--- config.mk ---
export PLATFORM = sky130hd
export DESIGN_NAME = fetch_top
export DESIGN_NICKNAME = d
export VERILOG_FILES = /design/src/source/fetch_pkg.sv /design/src/source/rv_inst_pkg.sv /design/src/source/line_buffer.sv /design/src/source/inst_select.sv /design/src/source/fetch_ctrl.sv /design/src/source/fetch_top.sv
export SDC_FILE = /design/constraint.sdc
export NUM_CORES = 1
export LEC_CHECK = 0
export BUFFER_PORTS_ARGS = -buffer_cell sky130_fd_sc_hd__buf_2
export CAP_MARGIN = 10
export CORE_ASPECT_RATIO = 0.7
export CORE_MARGIN = 5
export CORE_UTILIZATION = 51
export CTS_CLUSTER_DIAMETER = 30
export DETAILED_ROUTE_END_ITERATION = 12
export PLACE_DENSITY = 0.71
export SETUP_SLACK_MARGIN = 0.2
export SYNTH_ARGS = -nofsm -noshare
export SYNTH_HDL_FRONTEND = slang
export SYNTH_SLANG_ARGS = --single-unit
--- constraint.sdc ---
create_clock -name clk -period 8.54 [get_ports clk]
set_clock_uncertainty 0.05 [all_clocks]
set_input_delay 0.427 -clock clk [delete_from_list [all_inputs] [get_ports clk]]
set_output_delay 0.427 -clock clk [all_outputs]
set_load 0.05 [all_outputs]
--- src/source/fetch_pkg.sv ---
package fetch_pkg;

  // ==============================
  // fetch data path geometry
  // ==============================

  localparam int ADDR_W         = 32;
  localparam int LINE_W         = 128;
  localparam int WORDS_PER_LINE = 4;
  // byte offset within one line
  localparam int OFFSET_W       = 4;
  localparam int LINE_ADDR_W    = ADDR_W - OFFSET_W;

  // first fetch address out of reset
  localparam logic [ADDR_W-1:0] RESET_PC = 32'h8000_0000;

  // ==============================
  // stream payloads
  // ==============================

  // line request, offset bits dropped
  typedef struct packed {
    logic [LINE_ADDR_W-1:0] line_addr;
  } line_req_t;

  // line response, nonzero resp marks a bus error
  typedef struct packed {
    logic [LINE_W-1:0] data;
    logic [1:0]        resp;
  } line_resp_t;

  // one fetched instruction for the decode stage
  typedef struct packed {
    logic [ADDR_W-1:0] pc;
    logic [31:0]       inst;
    logic              err;
  } fetch_out_t;

endpackage

--- src/source/rv_inst_pkg.sv ---
package rv_inst_pkg;

  // ==============================
  // RV32 base opcodes
  // ==============================

  localparam int INST_W = 32;

  // jal rd, offset
  localparam logic [6:0] OP_JAL = 7'b110_1111;
  // addi and the other register-immediate ops
  localparam logic [6:0] OP_IMM = 7'b001_0011;

  // ==============================
  // instruction formats
  // ==============================

  // only the opcode is decoded here
  typedef struct packed {
    logic [24:0] rest;
    logic [6:0]  opcode;
  } generic_fmt_t;

  // J-type, immediate bits scattered as in the spec
  typedef struct packed {
    logic       imm20;
    logic [9:0] imm10_1;
    logic       imm11;
    logic [7:0] imm19_12;
    logic [4:0] rd;
    logic [6:0] opcode;
  } jal_fmt_t;

  // ==============================
  // one instruction word, two views
  // ==============================

  typedef union packed {
    generic_fmt_t gen;
    jal_fmt_t     jal;
  } inst_word_u;

endpackage

--- src/source/line_buffer.sv ---
module line_buffer import fetch_pkg::*; (
  input  logic              clk,
  input  logic              rst_n,
  input  logic              push_i,
  input  line_resp_t        push_line_i,
  input  logic              pop_i,
  input  logic              flush_i,
  output logic              full_o,
  output logic              empty_o,
  output logic [LINE_W-1:0] head_line_o,
  output logic              head_err_o
);

  // two lines, msb of each pointer is the wrap bit
  line_resp_t mem_q [2];
  logic [1:0] wr_ptr_q;
  logic [1:0] rd_ptr_q;
  line_resp_t head;

  // ==============================
  // pointers
  // ==============================

  always_ff @(posedge clk) begin
    if (rst_n) begin
      wr_ptr_q <= 2'd0;
      rd_ptr_q <= 2'd0;
    end else if (flush_i) begin
      wr_ptr_q <= 2'd0;
      rd_ptr_q <= 2'd0;
    end else begin
      if (push_i) begin
        wr_ptr_q <= wr_ptr_q + 2'd1;
      end
      if (pop_i) begin
        rd_ptr_q <= rd_ptr_q + 2'd1;
      end
    end
  end

  assign empty_o = (rd_ptr_q == wr_ptr_q);
  assign full_o  = (rd_ptr_q == {~wr_ptr_q[1], wr_ptr_q[0]});

  // ==============================
  // storage
  // ==============================

  always_ff @(posedge clk) begin
    if (push_i) begin
      mem_q[wr_ptr_q[0]] <= push_line_i;
    end
  end

  // write bypass, an empty buffer shows the incoming line at once
  always_comb begin
    if (empty_o && push_i) begin
      head = push_line_i;
    end else begin
      head = mem_q[rd_ptr_q[0]];
    end
  end

  assign head_line_o = head.data;
  assign head_err_o  = |head.resp;

  // a pop on an empty buffer only works through the bypass
  pop_not_empty_a : assert property (@(posedge clk) disable iff (rst_n)
    pop_i |-> !empty_o || push_i);

endmodule

--- src/source/inst_select.sv ---
module inst_select import fetch_pkg::*, rv_inst_pkg::*; (
  input  logic [ADDR_W-1:0] pc_i,
  input  logic [LINE_W-1:0] line_i,
  output logic [INST_W-1:0] inst_o,
  output logic [ADDR_W-1:0] next_pc_o
);

  logic [WORDS_PER_LINE-1:0][INST_W-1:0] words;
  logic [OFFSET_W-3:0]                   word_idx;
  inst_word_u                            word;
  logic                                  is_jal;
  logic [ADDR_W-1:0]                     j_imm;

  // ==============================
  // word select
  // ==============================

  assign words    = line_i;
  // word index within the line, pc is word aligned
  assign word_idx = pc_i[OFFSET_W-1:2];
  assign word     = words[word_idx];
  assign inst_o   = word;

  // ==============================
  // jal predecode
  // ==============================

  assign is_jal = (word.gen.opcode == OP_JAL);

  // reassemble the J immediate, bit 0 is always zero
  assign j_imm = {
    {(ADDR_W - 20){word.jal.imm20}},
    word.jal.imm19_12,
    word.jal.imm11,
    word.jal.imm10_1,
    1'b0
  };

  always_comb begin
    if (is_jal) begin
      next_pc_o = pc_i + j_imm;
    end else begin
      next_pc_o = pc_i + ADDR_W'(4);
    end
  end

endmodule

--- src/source/fetch_ctrl.sv ---
module fetch_ctrl import fetch_pkg::*; (
  input  logic                  clk,
  input  logic                  rst_n,
  // line request stream
  output logic                  req_valid_o,
  input  logic                  req_ready_i,
  output line_req_t             req_o,
  // line response stream
  input  logic                  resp_valid_i,
  output logic                  resp_ready_o,
  // instruction output stream
  output logic                  out_valid_o,
  input  logic                  out_ready_i,
  output fetch_out_t            out_o,
  // back end redirect
  input  logic                  redirect_valid_i,
  input  logic [ADDR_W-1:0]     redirect_pc_i,
  // line buffer control
  output logic                  buf_push_o,
  output logic                  buf_pop_o,
  output logic                  buf_flush_o,
  input  logic                  buf_full_i,
  input  logic                  buf_empty_i,
  input  logic                  head_err_i,
  // from word select
  input  logic [ADDR_W-1:0]     next_pc_i,
  input  logic [31:0]           sel_inst_i,
  output logic [ADDR_W-1:0]     pc_o
);

  typedef enum logic {
    S_IDLE,
    S_WAIT_RESP
  } req_state_e;

  req_state_e             state_q;
  logic                   req_valid_q;
  line_req_t              req_q;
  logic [LINE_ADDR_W-1:0] req_line_q;
  logic                   stale_q;
  logic [ADDR_W-1:0]      pc_q;

  logic                   req_fire;
  logic                   resp_fire;
  logic                   out_fire;
  logic                   head_valid;
  logic                   req_raise;
  logic                   line_step;
  logic                   jump_away;
  logic                   flush;
  logic [LINE_ADDR_W-1:0] pc_line;
  logic [LINE_ADDR_W-1:0] next_line;

  // ==============================
  // handshakes
  // ==============================

  assign req_fire  = req_valid_o && req_ready_i;
  assign resp_fire = resp_valid_i && resp_ready_o;
  assign out_fire  = out_valid_o && out_ready_i;

  assign pc_line   = pc_q[ADDR_W-1:OFFSET_W];
  assign next_line = next_pc_i[ADDR_W-1:OFFSET_W];

  // stale lines and lines racing a redirect never enter the buffer
  assign buf_push_o = resp_fire && !stale_q && !redirect_valid_i;

  // head holds the pc line whenever the buffer has data
  assign head_valid  = !buf_empty_i || buf_push_o;
  assign out_valid_o = head_valid && !redirect_valid_i;

  // pc leaving its line pops the head
  assign line_step = (next_line != pc_line);
  assign buf_pop_o = out_fire && line_step;

  // jal target beyond the following line, the prefetched lines are useless
  assign jump_away   = out_fire && line_step && (next_line != pc_line + 1'b1);
  assign flush       = redirect_valid_i || jump_away;
  assign buf_flush_o = flush;

  assign out_o.pc   = pc_q;
  assign out_o.inst = sel_inst_i;
  assign out_o.err  = head_err_i;
  assign pc_o       = pc_q;

  // ==============================
  // pc and prefetch address
  // ==============================

  always_ff @(posedge clk) begin
    if (rst_n) begin
      pc_q       <= RESET_PC;
      req_line_q <= RESET_PC[ADDR_W-1:OFFSET_W];
    end else if (redirect_valid_i) begin
      pc_q       <= redirect_pc_i;
      req_line_q <= redirect_pc_i[ADDR_W-1:OFFSET_W];
    end else begin
      if (out_fire) begin
        pc_q <= next_pc_i;
      end
      if (jump_away) begin
        req_line_q <= next_line;
      end else if (req_raise) begin
        req_line_q <= req_line_q + 1'b1;
      end
    end
  end

  // ==============================
  // request FSM
  // ==============================

  // one request in flight at most, never on a flush cycle
  assign req_raise = (state_q == S_IDLE) && !req_valid_q && !buf_full_i && !flush;

  always_ff @(posedge clk) begin
    if (rst_n) begin
      state_q     <= S_IDLE;
      req_valid_q <= 1'b0;
      stale_q     <= 1'b0;
    end else begin
      case (state_q)
        S_IDLE: begin
          if (req_fire) begin
            state_q     <= S_WAIT_RESP;
            req_valid_q <= 1'b0;
          end else if (req_raise) begin
            req_valid_q <= 1'b1;
          end
        end
        S_WAIT_RESP: begin
          if (resp_fire) begin
            state_q <= S_IDLE;
          end
        end
        default: state_q <= S_IDLE;
      endcase

      // anything still in flight after a flush belongs to the old stream
      if (flush) begin
        stale_q <= req_valid_q || ((state_q == S_WAIT_RESP) && !resp_fire);
      end else if (resp_fire) begin
        stale_q <= 1'b0;
      end
    end
  end

  // payload latched once, held until the transfer
  always_ff @(posedge clk) begin
    if (req_raise) begin
      req_q.line_addr <= req_line_q;
    end
  end

  assign req_valid_o  = req_valid_q;
  assign req_o        = req_q;
  assign resp_ready_o = (state_q == S_WAIT_RESP);

  // ==============================
  // checks
  // ==============================

  req_hold_a : assert property (@(posedge clk) disable iff (rst_n)
    req_valid_o && !req_ready_i |=> req_valid_o && $stable(req_o));

  push_not_full_a : assert property (@(posedge clk) disable iff (rst_n)
    !(buf_push_o && buf_full_i));

endmodule

--- src/source/fetch_top.sv ---
module fetch_top import fetch_pkg::*; (
  input  logic              clk,
  input  logic              rst_n,
  output logic              req_valid_o,
  input  logic              req_ready_i,
  output line_req_t         req_o,
  input  logic              resp_valid_i,
  output logic              resp_ready_o,
  input  line_resp_t        resp_i,
  output logic              out_valid_o,
  input  logic              out_ready_i,
  output fetch_out_t        out_o,
  input  logic              redirect_valid_i,
  input  logic [ADDR_W-1:0] redirect_pc_i
);

  logic              buf_push;
  logic              buf_pop;
  logic              buf_flush;
  logic              buf_full;
  logic              buf_empty;
  logic [LINE_W-1:0] head_line;
  logic              head_err;
  logic [ADDR_W-1:0] pc;
  logic [ADDR_W-1:0] next_pc;
  logic [31:0]       sel_inst;

  // pc, handshakes and buffer control
  fetch_ctrl fetch_ctrl_i (
    .clk              (clk),
    .rst_n            (rst_n),
    .req_valid_o      (req_valid_o),
    .req_ready_i      (req_ready_i),
    .req_o            (req_o),
    .resp_valid_i     (resp_valid_i),
    .resp_ready_o     (resp_ready_o),
    .out_valid_o      (out_valid_o),
    .out_ready_i      (out_ready_i),
    .out_o            (out_o),
    .redirect_valid_i (redirect_valid_i),
    .redirect_pc_i    (redirect_pc_i),
    .buf_push_o       (buf_push),
    .buf_pop_o        (buf_pop),
    .buf_flush_o      (buf_flush),
    .buf_full_i       (buf_full),
    .buf_empty_i      (buf_empty),
    .head_err_i       (head_err),
    .next_pc_i        (next_pc),
    .sel_inst_i       (sel_inst),
    .pc_o             (pc)
  );

  // response lines land here directly
  line_buffer line_buffer_i (
    .clk         (clk),
    .rst_n       (rst_n),
    .push_i      (buf_push),
    .push_line_i (resp_i),
    .pop_i       (buf_pop),
    .flush_i     (buf_flush),
    .full_o      (buf_full),
    .empty_o     (buf_empty),
    .head_line_o (head_line),
    .head_err_o  (head_err)
  );

  inst_select inst_select_i (
    .pc_i      (pc),
    .line_i    (head_line),
    .inst_o    (sel_inst),
    .next_pc_o (next_pc)
  );

endmodule

==> impl_metrics.csv <==
group,metric,value,unit
placed_design,port_buffers,263,
timing,layout_worst_path_cycle_share,87.9,%
grt,antenna_found_initial,3,
detailed_routing,first_iter_violations,2420,
timing,setup_viol,0,
critical_path,path_common_cell,"o21ai_0",
grt,grt_pass1_wl,104000,µm
synth,synth_xor_area_share,5.94,%
grt,grt_usage,30.3,%
synth,syn-num-nets,1996,
cells_and_area,design_area,25600,µm²
clock_network,cts_inserted_buffers,61,
placed_design,placed_cell_area,22100,µm²
floorplanning,std_cell_rows,61,
critical_path,crit_family,"compound AO/OA/AOI/OAI gates",
timing,finalHoldViolCount,0,
power_and_ir_drop,ir_worst_vdd,0.187,mV
cells_and_area,syn_to_final_growth,25.5,%
detailed_routing,vias_per_cell,6.39,
clock_network,cts.sinks,356,
detailed_routing,dr_total_vias,17500,
synth,syn_area_per_cell,11.4,µm²
clock_network,cts_resized,0,
cells_and_area,drive_gt1_share,24.3,%
timing,max_slew_margin,20.9,%
synth,ys_ff_latch,356,
power_and_ir_drop,power.leakage,9.33,nW
synth,yosys_warnings,0,
floorplanning,dieHeight,177,µm
timing,rsz0062_at_grt,"false",
timing,fmax,0.133,GHz
critical_path,worst_setup_path_end_kind,"flip-flop",
floorplanning,start_util,51.4,%
critical_path,worst_ep_required_time,8.72,ns
clock_network,cts_max_level,2,
floorplanning,fp.dieArea,44100,µm²
timing,final-max-slew-violation-count,0,
detailed_routing,drc_errors,0,
cells_and_area,fillers,2977,
timing,min_period,7.51,ns
floorplanning,dieWidth,249,µm
grt,grt_overflow,0,
clock_network,clk_latency,0.61,ns
clock_network,ctsLongestPathBuffers,3,
job,maxCapViolations,0,
clock_network,path_clk_slew,0.05,ns
synth,synthFlopType,"edfxtp_1",
synth,synth_adder_area_share,2.12,%
synth,synth_cells,1794,
synth,synth.area.mux_share,12.3,%
synth,synth_cell_types,100,
critical_path,rrSetupSlack,1.03,ns
floorplanning,core_area,39600,µm²
cells_and_area,nNetsFinal,2346,
critical_path,crit_chain,"xor2_2 > nor3_4 > buf_12 > o21ai_0 > o21ai_0 > ha_1 > inv_1 > fa_1 > nand2b_1 > a21boi_1 > o21a_1 > o32a_1 > xnor2_1 > xor2_1 > a2111oi_0 > o21ai_0 > nor4_2 > nand4bb_4 > a21oi_4 > buf_4 > and2_1 > buf_4",
min_path,hold_class,"input pin to flip-flop",
grt,grt_pass1_vias,16500,
synth,synthesis.area,20400,µm²
floorplanning,ios,264,
critical_path,crit_buf_inv,4,
detailed_routing,drtPass1Iterations,5,
critical_path,critPathMaxFanout,33,
synth,synth-compound-area-share,14.4,%
timing,hold_ws,0.0105,ns
critical_path,crit_slowest_cell,"nor3_4",
synth,ys_seq_area_share,49.1,%
detailed_routing,routedWlPerCell,25.5,µm
timing,tightest_slew,1.18,ns
power_and_ir_drop,p_total,5.45,mW
synth,synth-edff-count,288,
critical_path,critical_path_class,"flip-flop to flip-flop",
power_and_ir_drop,powerDensity,213,nW/µm²
clock_network,cts_tree,"yes",
grt,grt_max_degree,75,
critical_path,slowest_delay,0.66,ns
placed_design,place.gp.congestion,0.977,
detailed_routing,ant_nets,0,
clock_network,post_cts_buffers,0,
synth,synth_top_family_by_area,"compound AO/OA/AOI/OAI gates",
timing,fin_tns_setup,0,ns
synth,async_flop_share,0,%
detailed_routing,totalWireLength,69700,µm
placed_design,post-dp-hpwl,47600,µm
placed_design,dp_slack,1.09,ns
synth,synthSimpleGateAreaFrac,12.5,%
clock_network,cts-root-buf,"clkbuf_16",
critical_path,critPathArrivalTime,7.69,ns
timing,fin_ws,1.03,ns
status,status,"finished clean",
critical_path,critPathLaunchType,"flip-flop",
repair_timing:
item	4_1_cts	5_1_grt
setup endpoints to repair	0	0
endpoints found under the hold margin	233	2
hold buffers	120	1
path summary, 6_finish.rpt:
check	end	cells past startpoint	startpoint
worst min register to register	fetch_ctrl_i.req_o[11]	0	fetch_ctrl_i.req_line_q[11]
worst max register to register	fetch_ctrl_i.req_o[2]	22	line_buffer_i.rd_ptr_q[0]
worst max-delay path	fetch_ctrl_i.req_o[2]	22	line_buffer_i.rd_ptr_q[0]
worst min-delay path	line_buffer_i.mem_q[1][0]	1	resp_i[0]
worst reg2reg max path, cell delays in order (launching register included):
cell       delay (ns)
dfxtp_1          0.55
xor2_2           0.25
nor3_4           0.66
buf_12           0.29
o21ai_0          0.13
o21ai_0          0.62
ha_1             0.33
inv_1            0.07
fa_1             0.40
nand2b_1         0.18
a21boi_1         0.24
o21a_1           0.29
o32a_1           0.26
xnor2_1          0.22
xor2_1           0.22
a2111oi_0        0.50
o21ai_0          0.18
nor4_2           0.43
nand4bb_4        0.19
a21oi_4          0.17
buf_4            0.34
and2_1           0.19
buf_4            0.36
where the power goes:
| group | switching (mW) | internal (mW) |
|---|---|---|
| Sequential | 0.0545 | 1.92 |
| Combinational | 0.540 | 0.302 |
| Clock | 0.930 | 1.71 |
| Total | 1.52 | 3.93 |
logic make-up after synthesis:
group           after synthesis
simple gates                515
compound gates              435
xor+xnor                    127
flops                       356
fa+ha+maj                    34
buf+inv                     163
mux                         164
layout make-up:
| type | count | area, µm² | area share, % |
|---|---|---|---|
| flip-flops and latches | 356 | 10000 | 39.2 |
| well taps | 535 | 669 | 2.62 |
| repair buffers | 424 | 2890 | 11.3 |
| inverters | 26 | 97.6 | 0.382 |
| clock inverters | 51 | 682 | 2.67 |
| multi-input cells | 1275 | 9660 | 37.7 |
| diodes | 5 | 12.5 | 0.0489 |
| clock buffers | 64 | 1560 | 6.09 |
cells in the final DEF (no fill, tap or decap), types with 10 or more instances in the layout:
cell           netlist  layout
a211oi_1            15      15
a21o_1              12      12
a21oi_1             83      83
a22oi_1             25      25
a31oi_1             21      21
a41oi_1             21      21
and2_1              16      15
and3_1              32      32
buf_2               30     263
buf_4               12      36
bufinv_16            0      12
clkbuf_16            0      62
clkinv_4             0      12
clkinvlp_4           0      11
dfxtp_1             68      65
dlygate4sd3_1        0     121
edfxtp_1           288     288
ha_1                33      33
inv_1               25      25
mux2_2              12      12
mux2i_1             84      84
mux4_2              67      67
nand2_1            181     181
nand3_1             48      48
nand4_1             26      26
nor2_1             101      98
nor3_1              28      28
nor4_1              15      15
o211ai_1            31      31
o21a_1              10      10
o21ai_0             96      95
o21ai_1             23      24
or3_1               10      10
xnor2_1             81      81
xor2_1              38      38
state kept, by name, summed over array words and instances, names as in the netlist, named ones only:
register and count:
fetch_ctrl_i.resp_ready_o 1, line_buffer_i.mem_q 260, fetch_ctrl_i.stale_q 1, line_buffer_i.wr_ptr_q 2, line_buffer_i.rd_ptr_q 2, fetch_ctrl_i.pc_o 32, fetch_ctrl_i.req_line_q 28, fetch_ctrl_i.req_o 28
fetch_ctrl_i.req_valid_o 1
per-stage QoR:
stage               utilization [%]  instances
floorplan                         -       1794
global placement               55.8       2494
detailed placement             55.8       2494
CTS                            64.4       2729
global route                   64.6       2733
finish                         64.6       2736
layer usage:
| metal | vias to the layer above | track usage [%] | routed length (µm) | part of all wire [%] |
|---|---|---|---|---|
| li1 | 7645 | - | - | - |
| met1 | 8552 | 44.0 | 28500 | 41 |
| met2 | 1140 | 46.7 | 31700 | 45 |
| met3 | 142 | 6.70 | 7670 | 11 |
| met4 | 2 | 7.61 | 1800 | 2.6 |
| met5 | - | 0 | 13 | 0.019 |
cell usage after synthesis, types with 10 or more instances:
library cell	instances	area [µm²]
o21ai_0	96	480
and3_1	32	200
o211ai_1	31	233
xor2_1	38	333
or3_1	10	62.6
buf_1	17	63.8
edfxtp_1	288	8650
ha_1	33	413
o21a_1	10	75.1
dfxtp_1	68	1360
a21o_1	12	90.1
o21ai_1	23	115
buf_4	12	90.1
nand3_1	48	240
buf_2	30	150
nand2_1	181	679
clkbuf_1	72	270
nor3_1	28	140
nor4_1	15	93.8
nor2_1	101	379
mux4_2	67	1510
a41oi_1	21	184
a31oi_1	21	131
a21oi_1	83	415
inv_1	25	93.8
a211oi_1	15	113
mux2i_1	84	841
xnor2_1	81	709
a22oi_1	25	188
and2_1	16	100
nand4_1	26	163
mux2_2	12	135
(Power assumes the default switching activity.)
